[config.mk]
export PLATFORM = sky130hd
export DESIGN_NAME = banked_mem_ctrl
export DESIGN_NICKNAME = d
export VERILOG_FILES = /design/src/rtl/bank_pkg.sv /design/src/rtl/wb_bank_port.sv /design/src/rtl/bank_rr_arbiter.sv /design/src/rtl/bank_xbar.sv /design/src/rtl/read_return_pipe.sv /design/src/rtl/banked_mem_ctrl.sv
export SDC_FILE = /design/constraint.sdc
export NUM_CORES = 1
export LEC_CHECK = 0
export BUFFER_PORTS_ARGS = -buffer_cell sky130_fd_sc_hd__buf_4
export CAP_MARGIN = 10
export CORE_AREA = 2 2 244 246
export DETAILED_ROUTE_END_ITERATION = 16
export DIE_AREA = 0 0 246 248
export SLEW_MARGIN = 40
export SYNTH_ARGS = -nofsm -noshare
export SYNTH_HDL_FRONTEND = slang
export SYNTH_SLANG_ARGS = --single-unit
[constraint.sdc]
create_clock -name clk_i -period 5.28 [get_ports clk_i]
set_input_delay 1.056 -clock clk_i [delete_from_list [all_inputs] [get_ports clk_i]]
set_output_delay 1.056 -clock clk_i [all_outputs]
set_load 0.005 [all_outputs]
[src/rtl/bank_pkg.sv]
`default_nettype none

package bank_pkg;

  // Bus side of each port
  localparam int unsigned NUM_PORTS        = 2;
  localparam int unsigned BUS_ADDR_WIDTH   = 16;
  localparam int unsigned BUS_DATA_WIDTH   = 64;
  localparam int unsigned BUS_STRB_WIDTH   = BUS_DATA_WIDTH / 8;
  // Byte offset bits inside one bus word
  localparam int unsigned BUS_OFFSET_WIDTH = $clog2(BUS_STRB_WIDTH);

  // Memory side, one bank word per lane
  localparam int unsigned MEM_DATA_WIDTH   = 32;
  localparam int unsigned MEM_STRB_WIDTH   = MEM_DATA_WIDTH / 8;
  localparam int unsigned NUM_LANES        = BUS_DATA_WIDTH / MEM_DATA_WIDTH;
  localparam int unsigned NUM_BANKS        = 4;
  localparam int unsigned BANK_SEL_WIDTH   = 2;
  // Bank index sits right above the byte offset of a bank word
  localparam int unsigned BANK_SEL_OFFSET  = 2;
  localparam int unsigned MEM_ADDR_WIDTH   = 8;
  localparam int unsigned MEM_LATENCY      = 1;

  // Crossbar inputs, all lanes of all ports
  localparam int unsigned XBAR_INPUTS      = NUM_PORTS * NUM_LANES;
  localparam int unsigned XBAR_IDX_WIDTH   = $clog2(XBAR_INPUTS);

  typedef logic [BANK_SEL_WIDTH-1:0] bank_sel_t;
  typedef logic [XBAR_IDX_WIDTH-1:0] xbar_idx_t;

  // Wishbone classic, master to slave
  typedef struct packed {
    logic                      cyc;
    logic                      stb;
    logic                      we;
    logic [BUS_ADDR_WIDTH-1:0] adr;
    logic [BUS_DATA_WIDTH-1:0] dat;
    logic [BUS_STRB_WIDTH-1:0] sel;
  } wb_req_t;

  // Wishbone classic, slave to master
  typedef struct packed {
    logic                      ack;
    logic [BUS_DATA_WIDTH-1:0] dat;
  } wb_rsp_t;

  // One bank access as it travels through the crossbar
  typedef struct packed {
    logic [MEM_ADDR_WIDTH-1:0] addr;
    logic                      we;
    logic [MEM_DATA_WIDTH-1:0] wdata;
    logic [MEM_STRB_WIDTH-1:0] be;
  } bank_req_t;

  // Return route of one lane, shifted along with the read latency
  typedef struct packed {
    bank_sel_t sel;
    logic      valid;
  } lane_route_t;

endpackage

`default_nettype wire

[src/rtl/wb_bank_port.sv]
`timescale 1ns/1ps
`default_nettype none

module wb_bank_port (
  input  logic                                                       clk_i,
  input  logic                                                       reset_i,
  input  bank_pkg::wb_req_t                                          wb_req_i,
  output bank_pkg::wb_rsp_t                                          wb_rsp_o,
  output logic                [bank_pkg::NUM_LANES-1:0]              lane_valid_o,
  output bank_pkg::bank_sel_t [bank_pkg::NUM_LANES-1:0]              lane_sel_o,
  output bank_pkg::bank_req_t [bank_pkg::NUM_LANES-1:0]              lane_req_o,
  input  logic                [bank_pkg::NUM_LANES-1:0]              lane_gnt_i,
  input  logic                [bank_pkg::NUM_LANES-1:0]              lane_rvalid_i,
  input  logic [bank_pkg::NUM_LANES-1:0][bank_pkg::MEM_DATA_WIDTH-1:0] lane_rdata_i
);

  // Access in progress, lanes requesting or waiting for data
  logic                                  active_q;
  logic                                  ack_q;
  // Lane has been granted by its bank
  logic [bank_pkg::NUM_LANES-1:0]        gnt_q;
  // Lane finished, write granted or read data captured
  logic [bank_pkg::NUM_LANES-1:0]        done_q;
  logic [bank_pkg::NUM_LANES-1:0]        done_now;
  logic [bank_pkg::NUM_LANES-1:0]        done_all;
  logic [bank_pkg::BUS_DATA_WIDTH-1:0]   rdata_q;
  logic                                  start;

  // New access only once the previous ack has been seen by the master
  assign start = wb_req_i.cyc & wb_req_i.stb & ~active_q & ~ack_q;

  for (genvar j = 0; j < bank_pkg::NUM_LANES; j++) begin : gen_lane
    logic [bank_pkg::BUS_ADDR_WIDTH-1:0] lane_addr;

    // Bus word aligned address plus the lane's byte offset
    assign lane_addr = {wb_req_i.adr[bank_pkg::BUS_ADDR_WIDTH-1:bank_pkg::BUS_OFFSET_WIDTH],
                        {bank_pkg::BUS_OFFSET_WIDTH{1'b0}}}
                     + bank_pkg::BUS_ADDR_WIDTH'(j * bank_pkg::MEM_STRB_WIDTH);

    // Bank index interleaves consecutive bank words across banks
    assign lane_sel_o[j] = lane_addr[bank_pkg::BANK_SEL_OFFSET +: bank_pkg::BANK_SEL_WIDTH];

    // Request fields follow the bus, which holds them until ack
    assign lane_req_o[j].addr  = lane_addr[bank_pkg::BANK_SEL_OFFSET + bank_pkg::BANK_SEL_WIDTH
                                           +: bank_pkg::MEM_ADDR_WIDTH];
    assign lane_req_o[j].we    = wb_req_i.we;
    assign lane_req_o[j].wdata = wb_req_i.dat[j*bank_pkg::MEM_DATA_WIDTH +: bank_pkg::MEM_DATA_WIDTH];
    assign lane_req_o[j].be    = wb_req_i.sel[j*bank_pkg::MEM_STRB_WIDTH +: bank_pkg::MEM_STRB_WIDTH];

    // Requesting until the bank grants it
    assign lane_valid_o[j] = active_q & ~gnt_q[j];

    // Write is done at grant, read when its data comes back
    assign done_now[j] = active_q & (wb_req_i.we ? lane_gnt_i[j]
                                                 : gnt_q[j] & lane_rvalid_i[j]);
  end

  assign done_all = done_q | done_now;

  always_ff @(posedge clk_i) begin
    if (reset_i) begin
      active_q <= 1'b0;
      ack_q    <= 1'b0;
      gnt_q    <= '0;
      done_q   <= '0;
    end else begin
      // Single cycle ack pulse
      ack_q <= 1'b0;
      if (start) begin
        active_q <= 1'b1;
      end else if (active_q) begin
        if (&done_all) begin
          // Both lanes complete, ack and get ready for the next access
          ack_q    <= 1'b1;
          active_q <= 1'b0;
          gnt_q    <= '0;
          done_q   <= '0;
        end else begin
          gnt_q  <= gnt_q | lane_gnt_i;
          done_q <= done_all;
        end
      end
    end
  end

  // Each lane fills its own half of the read word
  always_ff @(posedge clk_i) begin
    for (int unsigned j = 0; j < bank_pkg::NUM_LANES; j++) begin
      if (active_q && !wb_req_i.we && gnt_q[j] && lane_rvalid_i[j]) begin
        rdata_q[j*bank_pkg::MEM_DATA_WIDTH +: bank_pkg::MEM_DATA_WIDTH] <= lane_rdata_i[j];
      end
    end
  end

  assign wb_rsp_o.ack = ack_q;
  assign wb_rsp_o.dat = rdata_q;

endmodule

`default_nettype wire

[src/rtl/bank_rr_arbiter.sv]
`timescale 1ns/1ps
`default_nettype none

module bank_rr_arbiter (
  input  logic                                clk_i,
  input  logic                                reset_i,
  input  logic [bank_pkg::XBAR_INPUTS-1:0]    req_i,
  input  logic                                gnt_i,
  output bank_pkg::xbar_idx_t                 idx_o,
  output logic                                valid_o
);

  // Search starts here, moves past the last winner
  bank_pkg::xbar_idx_t ptr_q;
  // Choice held while the bank stalls
  logic                lock_q;
  bank_pkg::xbar_idx_t lock_idx_q;
  bank_pkg::xbar_idx_t rr_idx;
  logic                rr_valid;

  // First requester at or after the pointer
  always_comb begin
    bank_pkg::xbar_idx_t cand;
    rr_idx   = ptr_q;
    rr_valid = 1'b0;
    for (int unsigned k = 0; k < bank_pkg::XBAR_INPUTS; k++) begin
      cand = ptr_q + bank_pkg::xbar_idx_t'(k);
      if (!rr_valid && req_i[cand]) begin
        rr_idx   = cand;
        rr_valid = 1'b1;
      end
    end
  end

  assign idx_o   = lock_q ? lock_idx_q : rr_idx;
  assign valid_o = lock_q ? req_i[lock_idx_q] : rr_valid;

  always_ff @(posedge clk_i) begin
    if (reset_i) begin
      ptr_q      <= '0;
      lock_q     <= 1'b0;
      lock_idx_q <= '0;
    end else begin
      // Lock in while the request is stalled
      lock_q     <= valid_o & ~gnt_i;
      lock_idx_q <= idx_o;
      if (valid_o && gnt_i) begin
        ptr_q <= idx_o + 1'b1;
      end
    end
  end

endmodule

`default_nettype wire

[src/rtl/bank_xbar.sv]
`timescale 1ns/1ps
`default_nettype none

module bank_xbar (
  input  logic                                             clk_i,
  input  logic                                             reset_i,
  input  logic                [bank_pkg::XBAR_INPUTS-1:0]  in_valid_i,
  input  bank_pkg::bank_sel_t [bank_pkg::XBAR_INPUTS-1:0]  in_sel_i,
  input  bank_pkg::bank_req_t [bank_pkg::XBAR_INPUTS-1:0]  in_req_i,
  output logic                [bank_pkg::XBAR_INPUTS-1:0]  in_gnt_o,
  output logic                [bank_pkg::NUM_BANKS-1:0]    mem_req_o,
  output bank_pkg::bank_req_t [bank_pkg::NUM_BANKS-1:0]    mem_bank_o,
  input  logic                [bank_pkg::NUM_BANKS-1:0]    mem_gnt_i
);

  // Which inputs want which bank
  logic [bank_pkg::NUM_BANKS-1:0][bank_pkg::XBAR_INPUTS-1:0] bank_req;
  // Winning input per bank
  bank_pkg::xbar_idx_t [bank_pkg::NUM_BANKS-1:0]             bank_idx;
  // Per input, which bank accepted it this cycle
  logic [bank_pkg::XBAR_INPUTS-1:0][bank_pkg::NUM_BANKS-1:0] gnt_matrix;

  for (genvar b = 0; b < bank_pkg::NUM_BANKS; b++) begin : gen_bank
    for (genvar i = 0; i < bank_pkg::XBAR_INPUTS; i++) begin : gen_input
      // Decode the lane's bank index
      assign bank_req[b][i] = in_valid_i[i] & (in_sel_i[i] == bank_pkg::bank_sel_t'(b));

      // Grant only the winner, and only when the access really happens
      assign gnt_matrix[i][b] = mem_req_o[b] & mem_gnt_i[b]
                              & (bank_idx[b] == bank_pkg::xbar_idx_t'(i));
    end

    bank_rr_arbiter u_arb (
      .clk_i   ( clk_i        ),
      .reset_i ( reset_i      ),
      .req_i   ( bank_req[b]  ),
      .gnt_i   ( mem_gnt_i[b] ),
      .idx_o   ( bank_idx[b]  ),
      .valid_o ( mem_req_o[b] )
    );

    // Winner's payload goes to the bank
    assign mem_bank_o[b] = in_req_i[bank_idx[b]];
  end

  // Each lane targets a single bank, so at most one bit is set
  for (genvar i = 0; i < bank_pkg::XBAR_INPUTS; i++) begin : gen_gnt
    assign in_gnt_o[i] = |gnt_matrix[i];
  end

endmodule

`default_nettype wire

[src/rtl/read_return_pipe.sv]
`timescale 1ns/1ps
`default_nettype none

module read_return_pipe (
  input  logic                                                         clk_i,
  input  logic                                                         reset_i,
  input  logic                [bank_pkg::NUM_LANES-1:0]                lane_gnt_i,
  input  bank_pkg::bank_sel_t [bank_pkg::NUM_LANES-1:0]                lane_sel_i,
  input  logic [bank_pkg::NUM_BANKS-1:0][bank_pkg::MEM_DATA_WIDTH-1:0] mem_rdata_i,
  output logic                [bank_pkg::NUM_LANES-1:0]                lane_rvalid_o,
  output logic [bank_pkg::NUM_LANES-1:0][bank_pkg::MEM_DATA_WIDTH-1:0] lane_rdata_o
);

  // One stage per cycle of bank read latency
  bank_pkg::lane_route_t [bank_pkg::NUM_LANES-1:0] route_q [bank_pkg::MEM_LATENCY];

  always_ff @(posedge clk_i) begin
    if (reset_i) begin
      for (int unsigned s = 0; s < bank_pkg::MEM_LATENCY; s++) begin
        route_q[s] <= '0;
      end
    end else begin
      // Capture the route in the grant cycle
      for (int unsigned j = 0; j < bank_pkg::NUM_LANES; j++) begin
        route_q[0][j].sel   <= lane_sel_i[j];
        route_q[0][j].valid <= lane_gnt_i[j];
      end
      // Older routes move one stage on
      for (int unsigned s = 1; s < bank_pkg::MEM_LATENCY; s++) begin
        route_q[s] <= route_q[s-1];
      end
    end
  end

  for (genvar j = 0; j < bank_pkg::NUM_LANES; j++) begin : gen_lane
    // Last stage lines up with the bank's read data
    assign lane_rvalid_o[j] = route_q[bank_pkg::MEM_LATENCY-1][j].valid;
    assign lane_rdata_o[j]  = mem_rdata_i[route_q[bank_pkg::MEM_LATENCY-1][j].sel];
  end

endmodule

`default_nettype wire

[src/rtl/banked_mem_ctrl.sv]
`timescale 1ns/1ps
`default_nettype none

module banked_mem_ctrl (
  input  logic                                                         clk_i,
  input  logic                                                         reset_i,
  input  bank_pkg::wb_req_t   [bank_pkg::NUM_PORTS-1:0]                wb_req_i,
  output bank_pkg::wb_rsp_t   [bank_pkg::NUM_PORTS-1:0]                wb_rsp_o,
  output logic                [bank_pkg::NUM_BANKS-1:0]                mem_req_o,
  output bank_pkg::bank_req_t [bank_pkg::NUM_BANKS-1:0]                mem_bank_o,
  input  logic                [bank_pkg::NUM_BANKS-1:0]                mem_gnt_i,
  input  logic [bank_pkg::NUM_BANKS-1:0][bank_pkg::MEM_DATA_WIDTH-1:0] mem_rdata_i
);

  // Flattened lanes, port 0 lanes first
  logic                [bank_pkg::XBAR_INPUTS-1:0] lane_valid;
  logic                [bank_pkg::XBAR_INPUTS-1:0] lane_gnt;
  bank_pkg::bank_sel_t [bank_pkg::XBAR_INPUTS-1:0] lane_sel;
  bank_pkg::bank_req_t [bank_pkg::XBAR_INPUTS-1:0] lane_req;

  for (genvar p = 0; p < bank_pkg::NUM_PORTS; p++) begin : gen_port
    logic [bank_pkg::NUM_LANES-1:0]                               rvalid;
    logic [bank_pkg::NUM_LANES-1:0][bank_pkg::MEM_DATA_WIDTH-1:0] rdata;

    wb_bank_port u_port (
      .clk_i         ( clk_i                                                  ),
      .reset_i       ( reset_i                                                ),
      .wb_req_i      ( wb_req_i[p]                                            ),
      .wb_rsp_o      ( wb_rsp_o[p]                                            ),
      .lane_valid_o  ( lane_valid[p*bank_pkg::NUM_LANES +: bank_pkg::NUM_LANES] ),
      .lane_sel_o    ( lane_sel[p*bank_pkg::NUM_LANES +: bank_pkg::NUM_LANES]   ),
      .lane_req_o    ( lane_req[p*bank_pkg::NUM_LANES +: bank_pkg::NUM_LANES]   ),
      .lane_gnt_i    ( lane_gnt[p*bank_pkg::NUM_LANES +: bank_pkg::NUM_LANES]   ),
      .lane_rvalid_i ( rvalid                                                 ),
      .lane_rdata_i  ( rdata                                                  )
    );

    // Read data returns to the lanes that were granted
    read_return_pipe u_pipe (
      .clk_i         ( clk_i                                                  ),
      .reset_i       ( reset_i                                                ),
      .lane_gnt_i    ( lane_gnt[p*bank_pkg::NUM_LANES +: bank_pkg::NUM_LANES]   ),
      .lane_sel_i    ( lane_sel[p*bank_pkg::NUM_LANES +: bank_pkg::NUM_LANES]   ),
      .mem_rdata_i   ( mem_rdata_i                                            ),
      .lane_rvalid_o ( rvalid                                                 ),
      .lane_rdata_o  ( rdata                                                  )
    );
  end

  bank_xbar u_xbar (
    .clk_i      ( clk_i      ),
    .reset_i    ( reset_i    ),
    .in_valid_i ( lane_valid ),
    .in_sel_i   ( lane_sel   ),
    .in_req_i   ( lane_req   ),
    .in_gnt_o   ( lane_gnt   ),
    .mem_req_o  ( mem_req_o  ),
    .mem_bank_o ( mem_bank_o ),
    .mem_gnt_i  ( mem_gnt_i  )
  );

endmodule

`default_nettype wire

# [Word level (Yosys, flattened, before mapping)]
# Memories as Yosys holds them, arrays and structs flattened.
# Index checks and enable logic that the tools add are counted.
# W data, S select, Z words.
[word_totals] register_bits=160 latchBits=0 mem_bits_rw=10 romBits=0 in_bits=316 output_inout_bits=314 elab_cells=337 n_memories=2
[memory_table] name="gen_port[0].u_pipe.route_q" words=1 width=5 rd=1 rd_clocked_by_memory_dff=0 wr=4 line_no="read_return_pipe.sv:15" rtl="bank_pkg::lane_route_t [bank_pkg::NUM_LANES-1:0] route_q [bank_pkg::MEM_LATENCY];"
[memory_table] name="gen_port[1].u_pipe.route_q" words=1 width=5 rd=1 rd_clocked_by_memory_dff=0 wr=4 line_no="read_return_pipe.sv:15"
[op_classes] add_sub_neg=18 n_mul=0 div=0 magnitude_cmp=28 n_eq_ne=18 n_shift=0 n_mux=115 n_bitwise=72 n_reduce_logical=60
[op_table] op="$bmux W45 S2" count=4
[op_table] op="$bmux W32 S2" count=4
[op_table] op="$mux W45" count=4
[op_table] op="$mux W32" count=4
[op_table] op="$lt A2 B3 Y1 const B" count=28
[op_table] op="$mux W1" count=55
[op_table] op="$and A1 B1 Y1" count=54
[op_table] op="$mux W2" count=22
[op_table] op="$bmux W1 S2" count=20
[op_table] op="$logic_and A1 B1 Y1" count=26
[op_table] op="$add A12 B3 Y12 const B" count=2
[op_table] op="$eq A2 B2 Y1 const B" count=12
[op_table] op="$add A2 B1 Y2 const B" count=8
[op_table] op="$add A2 B2 Y2 const B" count=8
[op_table] op="$logic_not A2 Y1" count=8
[op_table] op="$reduce_or A4 Y1" count=4
[op_table] op="$logic_not A1 Y1" count=14
[op_table] op="$not A1 Y1" count=14
[op_table] op="$eq A2 B1 Y1 const B" count=6
[op_table] op="$mux W5" count=2
[op_table] op="$reduce_or A5 Y1" count=2
[op_table] op="$or A2 B2 Y2" count=4
[op_table] op="$reduce_and A2 Y1" count=4
[op_table] op="$reduce_or A3 Y1" count=2

# [Logic depth before layout (Yosys ltp)]
[logic_depth] ltp_word=26 ltp_mapped=8 depth_no_buf=6

# [Modules after synthesis]
# Synthesis repeated with hierarchy kept, for this count alone.
[unflattened] cells_unflattened=1012 area_unflattened_um2=15544.9
[modules_own_cells] module="wb_bank_port" n_inst=2 cells_per_inst=196 area_per_inst_um2=2941.6 seq_area_each_um2=2042.0
[modules_own_cells] module="bank_xbar" n_inst=1 cells_per_inst=260 area_per_inst_um2=4606.9 seq_area_each_um2=0.0
[modules_own_cells] module="read_return_pipe" n_inst=2 cells_per_inst=92 area_per_inst_um2=1801.7 seq_area_each_um2=120.1
[modules_own_cells] module="bank_rr_arbiter" n_inst=4 cells_per_inst=44 area_per_inst_um2=362.8 seq_area_each_um2=100.1

# [Worst setup path before layout]
# Ideal clock, no wire load.
[synth_timing] path_type="input -> output" from="input wb_req_i[75] (netlist bit)" to="output mem_bank_o[36] (netlist bit)" arrival_ns=2.498 required_ns=4.224 slack_ns=1.726 path_stages=7 n_path_buf=2 path_cell_list="or4b_1 > a21oi_1 > o31a_1 > buf_2 > buf_2 > nand2_1 > nand2_1"
[synth_rtl] item="start, declared" line_no="banked_mem_ctrl.sv:7" rtl="input bank_pkg::wb_req_t [bank_pkg::NUM_PORTS-1:0] wb_req_i,"
[synth_rtl] item="end, declared" line_no="banked_mem_ctrl.sv:10" rtl="output bank_pkg::bank_req_t [bank_pkg::NUM_BANKS-1:0] mem_bank_o,"

==> reports/metrics.cfg <==
[yosys]
avgSynthCellArea_sq_um = 9.24
yosysSeqAreaShare_pct = 36.3
async_flop_share_pct = 0
synth_warnings = 0
synthCells = 1392
yosys_register_bits = 169
synthFlopType = edfxtp_1
synth_nets = 1708
syn_area_sq_um = 12900
synth.distinct_cells = 63
synth_edf_count = 128

[timing]
max_freq_ghz = 0.226
drv_slew = 0
totalNegativeSetupSlack_ps = 0
hold_viol = 0
period_share_pct = 84.0
min_period_ps = 4430
worstMarginPinSlew_ps = 843
slew_headroom_pct = 43.8
rsz0062_at_grt = no
fin_skew_ps = 15.8
setup_viol = 0
fin_ws_ps = 846

[clocking]
post_cts_buffers = 0
htreeDepth = 4
cts_hold_buf = 0
path_clk_slew_ps = 70
cts_made_buffers = 17
clock_latency_ps = 440
clock_sinks = 169
clock_tree.buffer_depth = 2
cts_tree = done
cts_resized = 0
cts_root_buffer = clkbuf_16

[finish]
nNetsFinal = 2259
drive_gt1_share_pct = 45.2
multi_input_area_sq_um = 7680
final_cell_mix = buf_4 (653), nand2_1 (402), edfxtp_1 (128)
final_common_cell = buf_4
register_area_sq_um = 4670
area_growth_pct = 48.4
n_fill_cell = 5993

[setup_path]
r2r_slack_ps = 2260
worstSetupStartpoint = wb_req_i[166]
worst_ep_required_time_ps = 4220
endpoint_kind = output port
path_cells = buf_4 > nor3b_2 > a21oi_1 > o31ai_4 > buf_4 > and3_1 > a31oi_1 > buf_4
critical_path_class = input pin to output port
slowest_stage = o31ai_4
critical_path_buf_inv_count = 3
reg2reg_from = gen_port[0].u_port.active_q
crit_top_cell = buf_4
crit_family = compound AO/OA/AOI/OAI gates
cp.depth = 8
timing.rr.end = gen_port[1].u_port.ack_q
endpoint = mem_bank_o[12]
reg2regPathDepth = 8
start_kind = input pin
worstPathArrival_ps = 3380
cp_max_fo = 32
critical-path-max-stage-delay_ps = 690

[global_route]
antenna_found_initial = 9
grt_overflow_total = 0
grtUsageTotal_pct = 18.3
grt_max_degree = 110
grt_pass1_vias = 13436
grt_pass1_wl_um = 84500

[floorplan]
ioPinCount = 630
num_rows = 89
fp.coreArea_sq_um = 58500
initial_utilization_pct = 22.0
die_h_um = 248
die_x_um = 246
die_area_sq_um = 61000

[route]
wl_per_cell_um = 21.5
drtIter0Drc = 877
ant_nets = 0
vias = 13896
dr.pass1.iters = 5
viasPerCell = 5.08
drt-total-wl_um = 58700
drc = 0

[hold_path]
hold_path.class = flip-flop to flip-flop

[power_and_ir_drop]
peakVddDrop_mv = 0.144
pwr_density_cell_nw_per_um2 = 235
p_leak_nw = 7.92

[run]
cap_violations = 0

[place]
gp_congestion = 0.888
dp.final_hpwl_um = 44400
pre_cts_ws_ps = 854
io_buffer_count = 615

[status]
status = finished, final reports clean

[power by group]
group	switching (W)	total [W]	internal, W
Sequential	0.0000231	0.00148	0.00145
Combinational	0.000829	0.00166	0.000830
Clock	0.000614	0.00134	0.000728
Total	0.00147	0.00448	0.00301
[final cells by class]
| class | count | area share, % |
|---|---|---|
| multi-input cells | 1083 | 40.2 |
| repair buffers | 663 | 26.7 |
| flip-flops and latches | 169 | 24.5 |
| well taps | 773 | 5.07 |
| clock buffers | 17 | 2.23 |
| clock inverters | 15 | 1.05 |
| inverters | 9 | 0.177 |
| diodes | 5 | 0.0656 |
[kinds of logic after synthesis]
logic type / synth area share, %
buffers and inverters: 4.69
AND/OR/NAND/NOR: 22.2
multiplexers: 22.6
AO/OA/AOI/OAI: 14.1
adder cells (fa/ha/maj): 0.165
flip-flops: 36.3
[worst register-to-register path: stages, from the launching register on]
cell	delay [ps]
dfxtp_1	550
or4b_1	480
a21oi_1	300
o31a_2	640
buf_4	350
buf_4	170
o221a_2	220
a211oi_2	50
and2_1	170
[how the worst min path moves through the flow]
stage	from	endpoint	slack, ps	cells after the start
5_1_grt	u_xbar.gen_bank[3].u_arb.ptr_q[0]	u_xbar.gen_bank[3].u_arb.ptr_q[0]	500	1
4_1_cts	u_xbar.gen_bank[3].u_arb.ptr_q[0]	u_xbar.gen_bank[3].u_arb.ptr_q[0]	490	1
3_3_place_gp	u_xbar.gen_bank[3].u_arb.ptr_q[0]	u_xbar.gen_bank[3].u_arb.ptr_q[0]	470	1
2_1_floorplan	u_xbar.gen_bank[3].u_arb.ptr_q[0]	u_xbar.gen_bank[3].u_arb.ptr_q[0]	450	1
6_report	u_xbar.gen_bank[3].u_arb.ptr_q[0]	u_xbar.gen_bank[3].u_arb.ptr_q[0]	490	1
3_5_place_dp	u_xbar.gen_bank[3].u_arb.ptr_q[0]	u_xbar.gen_bank[3].u_arb.ptr_q[0]	470	1
[layer usage]
layer / share of wire, % / global-route usage [%] / routed length, um
met5: 0.060 / 0 / 35
met1: 38 / 21.2 / 22300
met4: 2.9 / 7.17 / 1710
met2: 49 / 31.7 / 28900
met3: 10 / 5.10 / 5870
[Yosys cell counts, drive strengths merged, types with 4 or more instances]
cell	n	area share (%)
a211oi	76	4.5
a21oi	43	1.7
a31oi	109	5.3
and2	4	0.19
and3	78	3.8
buf	64	2.4
clkbuf	67	2.0
dfxtp	41	6.4
edfxtp	128	30
inv	9	0.26
mux2	92	8.1
mux2i	43	3.3
mux4	64	11
nand2	402	12
nand2b	4	0.19
nor2	27	0.79
nor2b	80	3.9
nor3b	7	0.45
o21ai	6	0.29
o22ai	4	0.24
[flip-flops by register name, indices dropped and copies added (netlist names)]
name and flops:
gen_port.u_port.rdata_q 128, gen_port.u_pipe.route_q 9, u_xbar.gen_bank.u_arb.lock_idx_q 8, u_xbar.gen_bank.u_arb.ptr_q 8, gen_port.u_port.done_q 4, gen_port.u_port.gnt_q 4, u_xbar.gen_bank.u_arb.lock_q 4, gen_port.u_port.ack_q 2
gen_port.u_port.active_q 2
[through the flow]
| stage | instances | total power, W | cell area, sq um | hold WS [ps] | util (%) |
|---|---|---|---|---|---|
| 6_report | 2734 | 0.00448 | 19100 | 486 | 32.6 |
| 5_1_grt | 2734 | 0.00470 | 19100 | 502 | 32.6 |
| 4_1_cts | 2729 | 0.00452 | 19100 | 486 | 32.6 |
| 3_5_place_dp | 2697 | 0.00315 | 18400 | 473 | 31.6 |
| 3_3_place_gp | 2697 | 0.00314 | 18400 | 470 | 31.5 |
| 2_1_floorplan | 1392 | 0.00227 | 12900 | 453 | - |
(Power assumes the default switching activity.)
